`src/verilog/mipsPkg.sv`:
```
package mipsPkg;

    typedef logic [31:0] word_t;    // data, address or instruction
    typedef logic [4:0]  regAddr_t;

    typedef enum logic [5:0] {
        opSpecial = 6'h00,  // R-type, decoded further by funct
        opBeq     = 6'h04,
        opBne     = 6'h05,
        opAddiu   = 6'h09,
        opSlti    = 6'h0a,
        opAndi    = 6'h0c,
        opOri     = 6'h0d,
        opXori    = 6'h0e,
        opLui     = 6'h0f,
        opLw      = 6'h23,
        opSw      = 6'h2b
    } opcode_t;

    typedef enum logic [5:0] {
        fnSll  = 6'h00,
        fnSrl  = 6'h02,
        fnAddu = 6'h21,
        fnSubu = 6'h23,
        fnAnd  = 6'h24,
        fnOr   = 6'h25,
        fnXor  = 6'h26,
        fnNor  = 6'h27,
        fnSlt  = 6'h2a,
        fnSltu = 6'h2b
    } funct_t;

    typedef enum logic [3:0] {
        aluAdd, aluSub, aluAnd, aluOr, aluXor, aluNor, aluSlt, aluSltu, aluSll, aluSrl
    } aluOp_t;

    typedef struct packed {
        logic   regWrite;
        logic   memRead;
        logic   memWrite;
        logic   memToReg;
        logic   regDst;      // rd when set, rt otherwise
        logic   aluSrc;      // immediate as second operand
        logic   zeroExtend;
        logic   shiftImm;    // sll/srl, shift amount from shamt
        logic   luiOp;
        logic   branchEq;
        logic   branchNe;
        aluOp_t aluOp;
    } ctrl_t;

    typedef struct packed {
        logic  valid;
        word_t pc;
        word_t instruction;
    } ifId_t;

    typedef struct packed {
        logic       valid;
        ctrl_t      ctrl;
        word_t      pcPlus4;
        word_t      readData1;
        word_t      readData2;
        word_t      extImm;
        logic [4:0] shamt;
        regAddr_t   destReg;
    } idEx_t;

    typedef struct packed {
        logic     valid;
        ctrl_t    ctrl;
        word_t    aluResult;
        word_t    storeData;
        regAddr_t destReg;
    } exMem_t;

    typedef struct packed {
        logic     valid;
        logic     regWrite;
        regAddr_t destReg;
        word_t    wbData;
    } memWb_t;

endpackage

```
`src/verilog/executeStage.sv`:
```
`timescale 1ns/1ps

module executeStage (
    input  logic            Clk,
    input  logic            rstN,
    input  mipsPkg::idEx_t  idEx,
    output mipsPkg::exMem_t exMem,
    output logic            redirect,
    output mipsPkg::word_t  redirectPc
);

    mipsPkg::word_t opA, opB, aluResult;
    logic           isBranch, equal;

    assign opA = idEx.readData1;
    assign opB = idEx.ctrl.aluSrc ? idEx.extImm : idEx.readData2;

    always_comb begin
        case (idEx.ctrl.aluOp)
            mipsPkg::aluAdd:  aluResult = opA + opB;
            mipsPkg::aluSub:  aluResult = opA - opB;
            mipsPkg::aluAnd:  aluResult = opA & opB;
            mipsPkg::aluOr:   aluResult = opA | opB;
            mipsPkg::aluXor:  aluResult = opA ^ opB;
            mipsPkg::aluNor:  aluResult = ~(opA | opB);
            mipsPkg::aluSlt:  aluResult = {31'b0, $signed(opA) < $signed(opB)};
            mipsPkg::aluSltu: aluResult = {31'b0, opA < opB};
            mipsPkg::aluSll:  aluResult = idEx.readData2 << idEx.shamt;  // shifts act on rt
            mipsPkg::aluSrl:  aluResult = idEx.readData2 >> idEx.shamt;
            default:          aluResult = opA + opB;
        endcase
        if (idEx.ctrl.luiOp)
            aluResult = {idEx.extImm[15:0], 16'h0000};
    end

    // branch resolution
    assign isBranch   = idEx.ctrl.branchEq || idEx.ctrl.branchNe;
    assign equal      = idEx.readData1 == idEx.readData2;
    assign redirect   = idEx.valid &&
                        ((idEx.ctrl.branchEq && equal) || (idEx.ctrl.branchNe && !equal));
    assign redirectPc = idEx.pcPlus4 + {idEx.extImm[29:0], 2'b00};

    always_ff @(posedge Clk) begin
        exMem.ctrl      <= idEx.ctrl;
        exMem.aluResult <= aluResult;
        exMem.storeData <= idEx.readData2;
        exMem.destReg   <= idEx.destReg;
        if (!rstN)
            exMem.valid <= 1'b0;
        else
            exMem.valid <= idEx.valid && !isBranch;  // branches end here
    end

endmodule

```
`config.mk`:
```
export PLATFORM = sky130hd
export DESIGN_NAME = executeStage
export DESIGN_NICKNAME = d
export VERILOG_FILES = /design/src/verilog/mipsPkg.sv /design/src/verilog/executeStage.sv
export SDC_FILE = /design/constraint.sdc
export NUM_CORES = 1
export LEC_CHECK = 0
export ABC_AREA = 1
export BUFFER_PORTS_ARGS = -buffer_cell sky130_fd_sc_hd__buf_2
export CAP_MARGIN = 25
export CORE_MARGIN = 4
export CORE_UTILIZATION = 24
export CTS_CLUSTER_DIAMETER = 60
export DETAILED_ROUTE_END_ITERATION = 16
export MAX_ROUTING_LAYER = met4
export PLACE_DENSITY = 0.46
export REMOVE_ABC_BUFFERS = 1
export SLEW_MARGIN = 5
export SYNTH_ARGS = -nofsm -noshare
export SYNTH_HDL_FRONTEND = slang
export SYNTH_SLANG_ARGS = --single-unit
```
`constraint.sdc`:
```
create_clock -name Clk -period 3.2 [get_ports Clk]
set_input_delay 0.64 -clock Clk [delete_from_list [all_inputs] [get_ports Clk]]
set_output_delay 0.64 -clock Clk [all_outputs]
set_load 0.02 [all_outputs]
```
==> results.md <==
- The flow ran to the end, and the final reports show no timing, DRC or antenna violations.
- The start point of the worst hold path is idEx[149].
- The placement row count is a little under 90.
- For this design the static power due to leakage is between 10 and 15 nW.
- On the worst path, the slowest cell contributes a delay of 0.37 ns.
- The routability-driven placement congestion ratio is roughly 1.
- For this run, the share of the core covered by cells in the final layout is 0.3211.
- The total CTS buffers is 9.
- The class of the worst hold path is in2reg.
- The overall die area is between 60000 and 70000 sq um.
- The clock-pin transition on the worst setup and hold timing paths is 0.08 ns.
- Summed over all nets, the half-perimeter wirelength after detailed placement is 69.49 mm.
- The count of nets after finishing is around 3400.
- The class of the most critical setup path is in2out.
- The fmax is 319.5 MHz.
- Of the cells placed in the final design, the portion with a size suffix greater than 1 is 0.2327.
- For this configuration, the core starts out at a cell density of 0.2446.
- The most common cell in the netlist is sky130_fd_sc_hd__nand2_1.
- In the post-synthesis netlist, the biggest area contributors are sky130_fd_sc_hd__nand2_1 (18%), sky130_fd_sc_hd__nand3_1 (16%), sky130_fd_sc_hd__dfxtp_1 (12%), sky130_fd_sc_hd__ha_1 (11%), sky130_fd_sc_hd__inv_1 (9.3%).
- In the synthesized netlist the async set-or-reset flop fraction comes to 0.
- Setup repair after global routing could not meet its margin everywhere.
- The routed wire length is roughly 82 mm.
- The synthesized design contains 85 register bits.
- The number of instances in the synthesized netlist is 2620.
- The cell area that synthesis handed to floorplanning was 14550 sq um.
- The sort of element at the start of the critical path is an input pin.
- The mean routed wirelength per cell is approximately 21 um.
- The number of warnings printed during yosys synthesis is 0.
- STA puts the critical path data required time at 2.56 ns.
- At the worst endpoint, the arrival time is 2.49 ns.
- The die is 254.2 um tall.
- The number of levels the H-tree was split into is 3.
- Hold timing on the final database bottoms out at a slack of 0.3330 ns.
- A synthesized cell averages 5.553 sq um.
- After detailed routing, the number of vias per cell comes to 4.921.
- By instance count, the cell type seen most on the critical path is sky130_fd_sc_hd__o21ai_4.
- The number of distinct library cells after synthesis is 55.
- The worst hold path stage count is 1.
- The final route contains 19070 vias.
- The prevailing post-synth register cell is sky130_fd_sc_hd__dfxtp_1.
- The destination of the worst hold path is exMem[80].
- Ranked by flip-flop count, first place goes to exMem.
- For this run, the register share of the synthesized area comes to 0.1170.
- The slew of the pin with the lowest slew margin is 0.6893 ns.
- The clock passes through at most 2 buffers.
- The largest individual stage delay along the critical path comes from the cell sky130_fd_sc_hd__fa_2.
- The wire length of the first global-routing pass is 116.1 mm.
- The total power divided by cell area is 319.6 nW/um^2.
- The number of port buffers is 269.
- STA classifies the critical path endpoint as a primary output.
- For this run, the total global-route usage over all layers was measured as 0.2504.
- Measured against its own limit, the worst slew margin works out to 0.5388.
- The dominant cell type by area after synthesis is sky130_fd_sc_hd__nand2_1.
- Across the run, the number of max-cap violations was 0.
- The root buffer cell chosen for the clock tree is sky130_fd_sc_hd__clkbuf_16.
- The number of antenna violations at the first check in global routing is 3.
- The final period utilization is 0.9782.
- The final max-slew violation count is 0.
- After detailed routing, the number of remaining DRC violations is 0.
- Entering global routing, the biggest net connects 71 pins.
- Traced cell by cell, the critical path runs through clkbuf_4 > ha_2 > inv_1 > fa_2 > o21ai_4 > a21oi_4 > o21ai_4 > buf_4 > a21oi_1 > xor2_1 > buf_2.
- In the final layout, the registers with the most flip-flops are exMem: 85 flops.
- The number of global-route vias before repair is 17220.
- Relative to the synthesized area, the layout overhead comes to 31.26%.
- Across the VDD grid, the largest voltage drop is 0.2903 mV.
- Setup violations remaining at the end of the flow were counted as 0.
- The starting DRC count in detailed routing is 2124.
- The count of boundary I/O pins is 274.
- The maximum fanout along the worst path is 3.
- The share of synthesized area in the top cell type comes to 0.1847.
- The total count of hold-check failures in the final report is 0.
- After synthesis, the most frequently instantiated cells are sky130_fd_sc_hd__nand2_1 (716), sky130_fd_sc_hd__nand3_1 (457), sky130_fd_sc_hd__inv_1 (362).
- In this run the remaining antenna-violating nets after routing total 0.
- The register with the most flip-flops in the layout has between 80 and 90 of them.
- The die is ~250 um wide.
- The count of flip-flops with a built-in enable after synthesis is 0.
- The tree built by TritonCTS fans out to 85 sinks.
- The core outline area is 59460 sq um.
- For this run, the detailed router's first-pass iteration total came to 6.
- Global routing finished with a remaining overflow of 0.
- TritonCTS built the clock tree.
- For the finished layout, the period the worst path requires is 3.130 ns.
==> layer usage <==
layer	part of all wire	vias to the layer above	GRT usage
met2	0.44	845	0.3838
li1	-	9414	-
met5	0	-	-
met1	0.46	8714	0.3485
met3	0.074	92	0.03121
met4	0.031	0	0.06740
==> power breakdown <==
group	internal, mW	switching [mW]
Sequential	1.15	0.0420
Combinational	1.35	2.38
Clock	0.556	0.623
==> stage by stage <==
stage               cells  area, sq um  setup WS, ns  total power, mW  TNS [ns]
floorplan            2511        13880        0.2163            3.094         0
CTS                  3868        18870       0.01235            6.063         0
global route         3873        19090      -0.05161            6.498   -0.2184
global placement     3852        18560       -0.1635            4.852    -1.885
detailed placement   3852        18560       -0.1388            4.828    -1.450
finish               3874        19100       0.06962            6.103         0
==> critical path: cells and delay by family <==
family,cells,cell delay [ns]
AO/OA/AOI/OAI,4,0.59
XOR/XNOR,1,0.16
buffers and inverters,4,0.54
adder cells (fa/ha/maj),2,0.56
==> layout by cell type (no fill, tap or decap), drive strengths merged, types with 9 or more instances in the layout <==
master / count
o21bai: 14
dfxtp: 85
nor2: 233
o22ai: 21
and2: 9
nor3: 34
a21oi: 102
ha: 125
o211ai: 16
nand2: 747
nand3: 466
inv: 391
clkbuf: 13
buf: 567
xor2: 24
nand4: 40
o21ai: 121
xnor2: 36
==> timing repair <==
item                       in CTS  in global routing
hold buffers                    0                  0
gates resized for setup         6                 41
pin swaps                       0                  8
setup endpoints to repair       6                 18
buffers inserted                0                  3
==> kinds of logic after synthesis <==
family                   after synthesis  synth area share
flip-flops                            85            0.1170
multiplexers                           1         0.0006881
XOR/XNOR                              60           0.03612
adder cells (fa/ha/maj)              128            0.1116
buffers and inverters                497            0.1461
AO/OA/AOI/OAI                        302            0.1183
AND/OR/NAND/NOR                     1547            0.4702
==> area by class of cell <==
| class | count | area [sq um] |
|---|---|---|
| fillers | 6960 | 40370 |
| multi-input cells | 2038 | 10910 |
| repair buffers | 571 | 3749 |
| flip-flops and latches | 85 | 1702 |
| inverters | 388 | 1461 |
| well taps | 773 | 967.2 |
| clock buffers | 9 | 225.2 |
| clock inverters | 7 | 76.32 |
| diodes | 3 | 7.507 |
==> worst max-delay path by stage <==
stage                      to  slack [ns]      start
2_1_floorplan  redirectPc[16]        0.22   idEx[10]
3_3_place_gp        exMem[53]       -0.16  idEx[147]
3_5_place_dp        exMem[41]       -0.14  idEx[147]
4_1_cts        redirectPc[30]        0.01   idEx[10]
5_1_grt        redirectPc[28]       -0.05   idEx[12]
6_report       redirectPc[22]        0.07   idEx[10]
Power figures use the tool's default switching activity.
