[config.mk]
export PLATFORM = sky130hd
export DESIGN_NAME = decodeStage
export DESIGN_NICKNAME = d
export VERILOG_FILES = /design/src/verilog/mipsPkg.sv /design/src/verilog/registerFile.sv /design/src/verilog/controller.sv /design/src/verilog/decodeStage.sv
export SDC_FILE = /design/constraint.sdc
export NUM_CORES = 2
export LEC_CHECK = 0
export BUFFER_PORTS_ARGS = -buffer_cell sky130_fd_sc_hd__buf_2
export CORE_ASPECT_RATIO = 0.8
export CORE_MARGIN = 2
export CORE_UTILIZATION = 60
export CTS_CLUSTER_DIAMETER = 60
export DETAILED_ROUTE_END_ITERATION = 6
export PLACE_DENSITY = 0.89
export SLEW_MARGIN = 20
export SYNTH_ARGS = -nofsm -noshare
export SYNTH_HDL_FRONTEND = slang
export SYNTH_SLANG_ARGS = --single-unit
[constraint.sdc]
create_clock -name Clk -period 14.1 [get_ports Clk]
set_input_delay 2.82 -clock Clk [delete_from_list [all_inputs] [get_ports Clk]]
set_output_delay 2.82 -clock Clk [all_outputs]
set_load 0.01 [all_outputs]
[src/verilog/mipsPkg.sv]
package mipsPkg;

    typedef logic [31:0] word_t;    // data, address or instruction
    typedef logic [4:0]  regAddr_t;

    typedef enum logic [5:0] {
        opSpecial = 6'h00,  // R-type, decoded further by funct
        opBeq     = 6'h04,
        opBne     = 6'h05,
        opAddiu   = 6'h09,
        opSlti    = 6'h0a,
        opAndi    = 6'h0c,
        opOri     = 6'h0d,
        opXori    = 6'h0e,
        opLui     = 6'h0f,
        opLw      = 6'h23,
        opSw      = 6'h2b
    } opcode_t;

    typedef enum logic [5:0] {
        fnSll  = 6'h00,
        fnSrl  = 6'h02,
        fnAddu = 6'h21,
        fnSubu = 6'h23,
        fnAnd  = 6'h24,
        fnOr   = 6'h25,
        fnXor  = 6'h26,
        fnNor  = 6'h27,
        fnSlt  = 6'h2a,
        fnSltu = 6'h2b
    } funct_t;

    typedef enum logic [3:0] {
        aluAdd, aluSub, aluAnd, aluOr, aluXor, aluNor, aluSlt, aluSltu, aluSll, aluSrl
    } aluOp_t;

    typedef struct packed {
        logic   regWrite;
        logic   memRead;
        logic   memWrite;
        logic   memToReg;
        logic   regDst;      // rd when set, rt otherwise
        logic   aluSrc;      // immediate as second operand
        logic   zeroExtend;
        logic   shiftImm;    // sll/srl, shift amount from shamt
        logic   luiOp;
        logic   branchEq;
        logic   branchNe;
        aluOp_t aluOp;
    } ctrl_t;

    typedef struct packed {
        logic  valid;
        word_t pc;
        word_t instruction;
    } ifId_t;

    typedef struct packed {
        logic       valid;
        ctrl_t      ctrl;
        word_t      pcPlus4;
        word_t      readData1;
        word_t      readData2;
        word_t      extImm;
        logic [4:0] shamt;
        regAddr_t   destReg;
    } idEx_t;

    typedef struct packed {
        logic     valid;
        ctrl_t    ctrl;
        word_t    aluResult;
        word_t    storeData;
        regAddr_t destReg;
    } exMem_t;

    typedef struct packed {
        logic     valid;
        logic     regWrite;
        regAddr_t destReg;
        word_t    wbData;
    } memWb_t;

endpackage

[src/verilog/registerFile.sv]
`timescale 1ns/1ps

module registerFile (
    input  logic              Clk,
    input  logic              rstN,
    input  mipsPkg::regAddr_t rsAddr,
    input  mipsPkg::regAddr_t rtAddr,
    input  mipsPkg::regAddr_t wrAddr,
    input  mipsPkg::word_t    wrData,
    input  logic              wrEnable,
    output mipsPkg::word_t    rsData,
    output mipsPkg::word_t    rtData
);

    mipsPkg::word_t regs [32];

    always_ff @(posedge Clk) begin
        if (!rstN) begin
            for (int i = 0; i < 32; i++)
                regs[i] <= '0;
        end else if (wrEnable && wrAddr != '0) begin
            regs[wrAddr] <= wrData;
        end
    end

    // same-cycle write goes straight to the readers
    assign rsData = (rsAddr == '0) ? '0 :
                    (wrEnable && wrAddr == rsAddr) ? wrData : regs[rsAddr];
    assign rtData = (rtAddr == '0) ? '0 :
                    (wrEnable && wrAddr == rtAddr) ? wrData : regs[rtAddr];

endmodule

[src/verilog/controller.sv]
`timescale 1ns/1ps

module controller (
    input  mipsPkg::word_t instruction,
    output mipsPkg::ctrl_t ctrl
);

    mipsPkg::opcode_t opcode;
    mipsPkg::funct_t  funct;

    assign opcode = mipsPkg::opcode_t'(instruction[31:26]);
    assign funct  = mipsPkg::funct_t'(instruction[5:0]);

    always_comb begin
        ctrl = '0;  // anything unrecognised runs as a nop
        case (opcode)
            mipsPkg::opSpecial: begin
                ctrl.regWrite = 1'b1;
                ctrl.regDst   = 1'b1;
                case (funct)
                    mipsPkg::fnAddu: ctrl.aluOp = mipsPkg::aluAdd;
                    mipsPkg::fnSubu: ctrl.aluOp = mipsPkg::aluSub;
                    mipsPkg::fnAnd:  ctrl.aluOp = mipsPkg::aluAnd;
                    mipsPkg::fnOr:   ctrl.aluOp = mipsPkg::aluOr;
                    mipsPkg::fnXor:  ctrl.aluOp = mipsPkg::aluXor;
                    mipsPkg::fnNor:  ctrl.aluOp = mipsPkg::aluNor;
                    mipsPkg::fnSlt:  ctrl.aluOp = mipsPkg::aluSlt;
                    mipsPkg::fnSltu: ctrl.aluOp = mipsPkg::aluSltu;
                    mipsPkg::fnSll: begin
                        ctrl.aluOp    = mipsPkg::aluSll;
                        ctrl.shiftImm = 1'b1;
                    end
                    mipsPkg::fnSrl: begin
                        ctrl.aluOp    = mipsPkg::aluSrl;
                        ctrl.shiftImm = 1'b1;
                    end
                    default: ctrl = '0;
                endcase
            end
            mipsPkg::opAddiu: begin
                ctrl.regWrite = 1'b1;
                ctrl.aluSrc   = 1'b1;
                ctrl.aluOp    = mipsPkg::aluAdd;
            end
            mipsPkg::opSlti: begin
                ctrl.regWrite = 1'b1;
                ctrl.aluSrc   = 1'b1;
                ctrl.aluOp    = mipsPkg::aluSlt;  // signed compare on sign-extended imm
            end
            mipsPkg::opAndi, mipsPkg::opOri, mipsPkg::opXori: begin
                ctrl.regWrite   = 1'b1;
                ctrl.aluSrc     = 1'b1;
                ctrl.zeroExtend = 1'b1;
                ctrl.aluOp      = (opcode == mipsPkg::opAndi) ? mipsPkg::aluAnd :
                                  (opcode == mipsPkg::opOri)  ? mipsPkg::aluOr  :
                                                                mipsPkg::aluXor;
            end
            mipsPkg::opLui: begin
                ctrl.regWrite = 1'b1;
                ctrl.aluSrc   = 1'b1;
                ctrl.luiOp    = 1'b1;
            end
            mipsPkg::opLw: begin
                ctrl.regWrite = 1'b1;
                ctrl.memRead  = 1'b1;
                ctrl.memToReg = 1'b1;
                ctrl.aluSrc   = 1'b1;
                ctrl.aluOp    = mipsPkg::aluAdd;
            end
            mipsPkg::opSw: begin
                ctrl.memWrite = 1'b1;
                ctrl.aluSrc   = 1'b1;
                ctrl.aluOp    = mipsPkg::aluAdd;
            end
            mipsPkg::opBeq: ctrl.branchEq = 1'b1;
            mipsPkg::opBne: ctrl.branchNe = 1'b1;
            default: ctrl = '0;
        endcase
    end

endmodule

[src/verilog/decodeStage.sv]
`timescale 1ns/1ps

module decodeStage (
    input  logic            Clk,
    input  logic            rstN,
    input  mipsPkg::ifId_t  ifId,
    input  mipsPkg::memWb_t wbEntry,
    input  mipsPkg::exMem_t exEntry,
    input  logic            redirect,
    output mipsPkg::idEx_t  idEx,
    output logic            stall
);

    mipsPkg::regAddr_t rs, rt, rd;
    mipsPkg::word_t    rsData, rtData, extImm;
    mipsPkg::ctrl_t    ctrl;
    logic [15:0]       imm;
    logic              usesRs, usesRt;
    logic              hitEx, hitMem;

    assign rs  = ifId.instruction[25:21];
    assign rt  = ifId.instruction[20:16];
    assign rd  = ifId.instruction[15:11];
    assign imm = ifId.instruction[15:0];

    registerFile i_registerFile (
        .Clk      (Clk),
        .rstN     (rstN),
        .rsAddr   (rs),
        .rtAddr   (rt),
        .wrAddr   (wbEntry.destReg),
        .wrData   (wbEntry.wbData),
        .wrEnable (wbEntry.valid && wbEntry.regWrite),
        .rsData   (rsData),
        .rtData   (rtData)
    );

    controller i_controller (
        .instruction (ifId.instruction),
        .ctrl        (ctrl)
    );

    assign extImm = ctrl.zeroExtend ? {16'h0000, imm} : {{16{imm[15]}}, imm};

    // which fields are real sources for this instruction
    assign usesRs = !(ctrl.shiftImm || ctrl.luiOp);
    assign usesRt = ctrl.regDst || ctrl.memWrite || ctrl.branchEq || ctrl.branchNe;

    // producer one ahead, still in execute
    assign hitEx = idEx.valid && idEx.ctrl.regWrite && idEx.destReg != '0 &&
                   ((usesRs && idEx.destReg == rs) || (usesRt && idEx.destReg == rt));

    // producer two ahead, in memory; three ahead is covered by write-through
    assign hitMem = exEntry.valid && exEntry.ctrl.regWrite && exEntry.destReg != '0 &&
                    ((usesRs && exEntry.destReg == rs) || (usesRt && exEntry.destReg == rt));

    assign stall = ifId.valid && (hitEx || hitMem);

    always_ff @(posedge Clk) begin
        idEx.ctrl      <= ctrl;
        idEx.pcPlus4   <= ifId.pc + 32'd4;
        idEx.readData1 <= rsData;
        idEx.readData2 <= rtData;
        idEx.extImm    <= extImm;
        idEx.shamt     <= ifId.instruction[10:6];
        idEx.destReg   <= ctrl.regDst ? rd : rt;
        if (!rstN)
            idEx.valid <= 1'b0;
        else
            idEx.valid <= ifId.valid && !stall && !redirect;  // bubble or squash
    end

    // the producer leaves memory after two bubbles at most
    stallAtMostTwo: assert property (@(posedge Clk) disable iff (!rstN)
        (stall && $past(stall)) |=> !stall)
        else $error("decode stall held for more than two cycles");

endmodule

==> impl_metrics.yaml <==
run_status:
  outcome: "finished, violations left"
  failed_checks: "design-rule violations"
cts:
  clk_pin_slew_ns: 0.07
  cts_resized: 0
  post-cts-setup-buffers: 0
  clkSinkCount: 1157
  hold_buffers: 0
  clock_path_buffers: 3
  cts_buffers: 113
  clock_latency_ns: 0.73
  cts_tree: "built"
  h-tree-depth: 3
  clock_tree.root_cell: "clkbuf_16"
critical_path:
  start_kind: "input port"
  cp_max_fo: 45
  timing_worst_setup_path_type: "input port to output port"
  cp-end-kind: "output port"
  cp.arrival_ns: 5.25
  crit_start: "ifId[25]"
  worstPathRequired_ns: 11.28
  r2r_start: "i_registerFile.regs[31][30]"
sta:
  fin_crit_sh_pct: 57.3
  slew_viol_final: 0
  max_freq_mhz: 124
  timing.setup.tns_ns: 0
  holdWs_ns: 0.797
  slew_headroom_pct: 20.0
  fin_crit_ns: 8.07
  setup_viol: 0
  rsz0062_at_grt: "no"
  worstMarginPinSlew_ns: 1.20
  fin_skew_ns: 0.0363
  hold_viol: 0
drt:
  dr.first_iter.drc_count: 8139
  via_per_inst: 7.38
  vias: 41700
  routed_wl_um: 196000
  drc: 13
  dr.pass1.iters: 7
  antenna_left: 0
  wl_per_cell_um: 34.8
yosys:
  avgSynthCellArea_um2: 14.3
  synth_cells: 4151
  synth_area_um2: 59500
  synth_edf_count: 1024
  synth-main-ff-cell: "edfxtp_1"
  synth-async-reset-ratio_pct: 0
  ys_ff_latch: 1157
  synth_cell_type_count: 68
  yosys_warnings: 0
  seq_area_frac_synth_pct: 56.2
layout:
  drive_gt1_share_pct: 25.7
  layout_common_cells: "edfxtp_1, and2_1, mux4_2, buf_2, mux2i_1"
  final_common_cell: "edfxtp_1"
  area_growth_pct: 10.1
  nets: 4418
  final_util_pct: 66.5
  instances_no_fill: 5650
grt:
  grt_max_degree: 118
  grt_pass1_wl_um: 280000
  grtUsageTotal_pct: 38.2
  gr-total-overflow: 0
  first_global_vias: 42300
  antenna_found_initial: 18
hold_path:
  hold_class: "flip-flop to flip-flop"
  min_from: "i_registerFile.regs[6][11]"
placed_design:
  dp_hpwl_um: 110000
  dp.cells: 5422
  gp_congestion: 0.892
  port_buffers: 268
floorplan:
  dieArea_um2: 102000
  die_x_um: 356
  initial_core_util_pct: 60.4
  pin_count: 347
  core_um2: 98500
  row_count: 103
  fp.dieH_um: 286
power_and_ir_drop:
  p_per_area_nw_per_um2: 123
  p_leak_uw: 0.0235
  peakVddDrop_mv: 0.111
run:
  cap_violations: 0
cells in the mapped netlist (all sizes together), types with 53 or more instances:
cell type / instances / area share [%]
edfxtp: 1024 / 52
mux2i: 238 / 4.0
and2: 995 / 10
o221ai: 53 / 0.78
buf: 154 / 1.9
mux2: 87 / 1.6
dfxtp: 133 / 4.5
clkbuf: 289 / 1.8
mux4: 389 / 15
nand2: 124 / 0.78
a21oi: 76 / 0.65
a211oi: 65 / 0.82
o22ai: 55 / 0.58
a22o: 57 / 0.84
stage by stage:
stage	instance area (µm²)	worst slack, ns	power, µW
global route	65500	6.11	8220
floorplan	59600	6.90	4660
CTS	65500	6.25	8020
finish	65500	6.03	8080
global placement	61700	6.30	4950
detailed placement	61700	6.32	4990
cells by family after synthesis:
logic type | Yosys count | synth area share [%]
and+or+nand+nor | 1319 | 13.2
DFF | 1157 | 56.2
muxes | 714 | 20.4
AOI/OAI and AO/OA | 453 | 5.56
buffers and inverters | 447 | 3.75
xor gates and xnor gates | 59 | 0.869
adders and majority gates | 1 | 0.0210
other | 1 | 0.00630
flip-flops by register name, summed over array words and instances (netlist names):
register	count
idEx	133
i_registerFile.regs	1024
path summary, 6_finish.rpt:
kind	depth (start not counted)	endpoint	slack, ns
worst max-delay path	8	stall	6.03
worst max register to register	5	idEx[72]	11.72
worst min-delay path	5	idEx[85]	0.80
worst min register to register	5	idEx[85]	0.80
layer usage:
layer  routed length (µm)  global-route usage [%]
met1                60800                    48.4
met5                   79                       0
met2                83600                    54.9
met4                15700                    24.4
met3                36200                    15.3
worst max-delay path, stage by stage:
cell and delay, ns:
buf_4 0.44, buf_4 0.91, xnor2_1 0.22, nand3_1 0.12
nor4_1 0.26, o21bai_1 0.12, a21boi_0 0.17, buf_2 0.15
where the power goes:
| part | switching [µW] | total (µW) | internal, µW |
|---|---|---|---|
| Combinational | 568 | 947 | 379 |
| Clock | 1380 | 3100 | 1720 |
| Sequential | 112 | 4040 | 3930 |
area by class of cell:
| type | count | area (µm²) |
|---|---|---|
| inverter | 4 | 15.0 |
| multi-input combinational | 2578 | 24400 |
| timing repair buffer | 371 | 2230 |
| fill | 6221 | 32900 |
| sequential | 1157 | 33400 |
| clock inverter | 44 | 425 |
| tap | 1312 | 1640 |
| antenna | 16 | 40.0 |
| clock buffer | 168 | 3370 |
No activity file was read; power rests on OpenSTA's default activity.
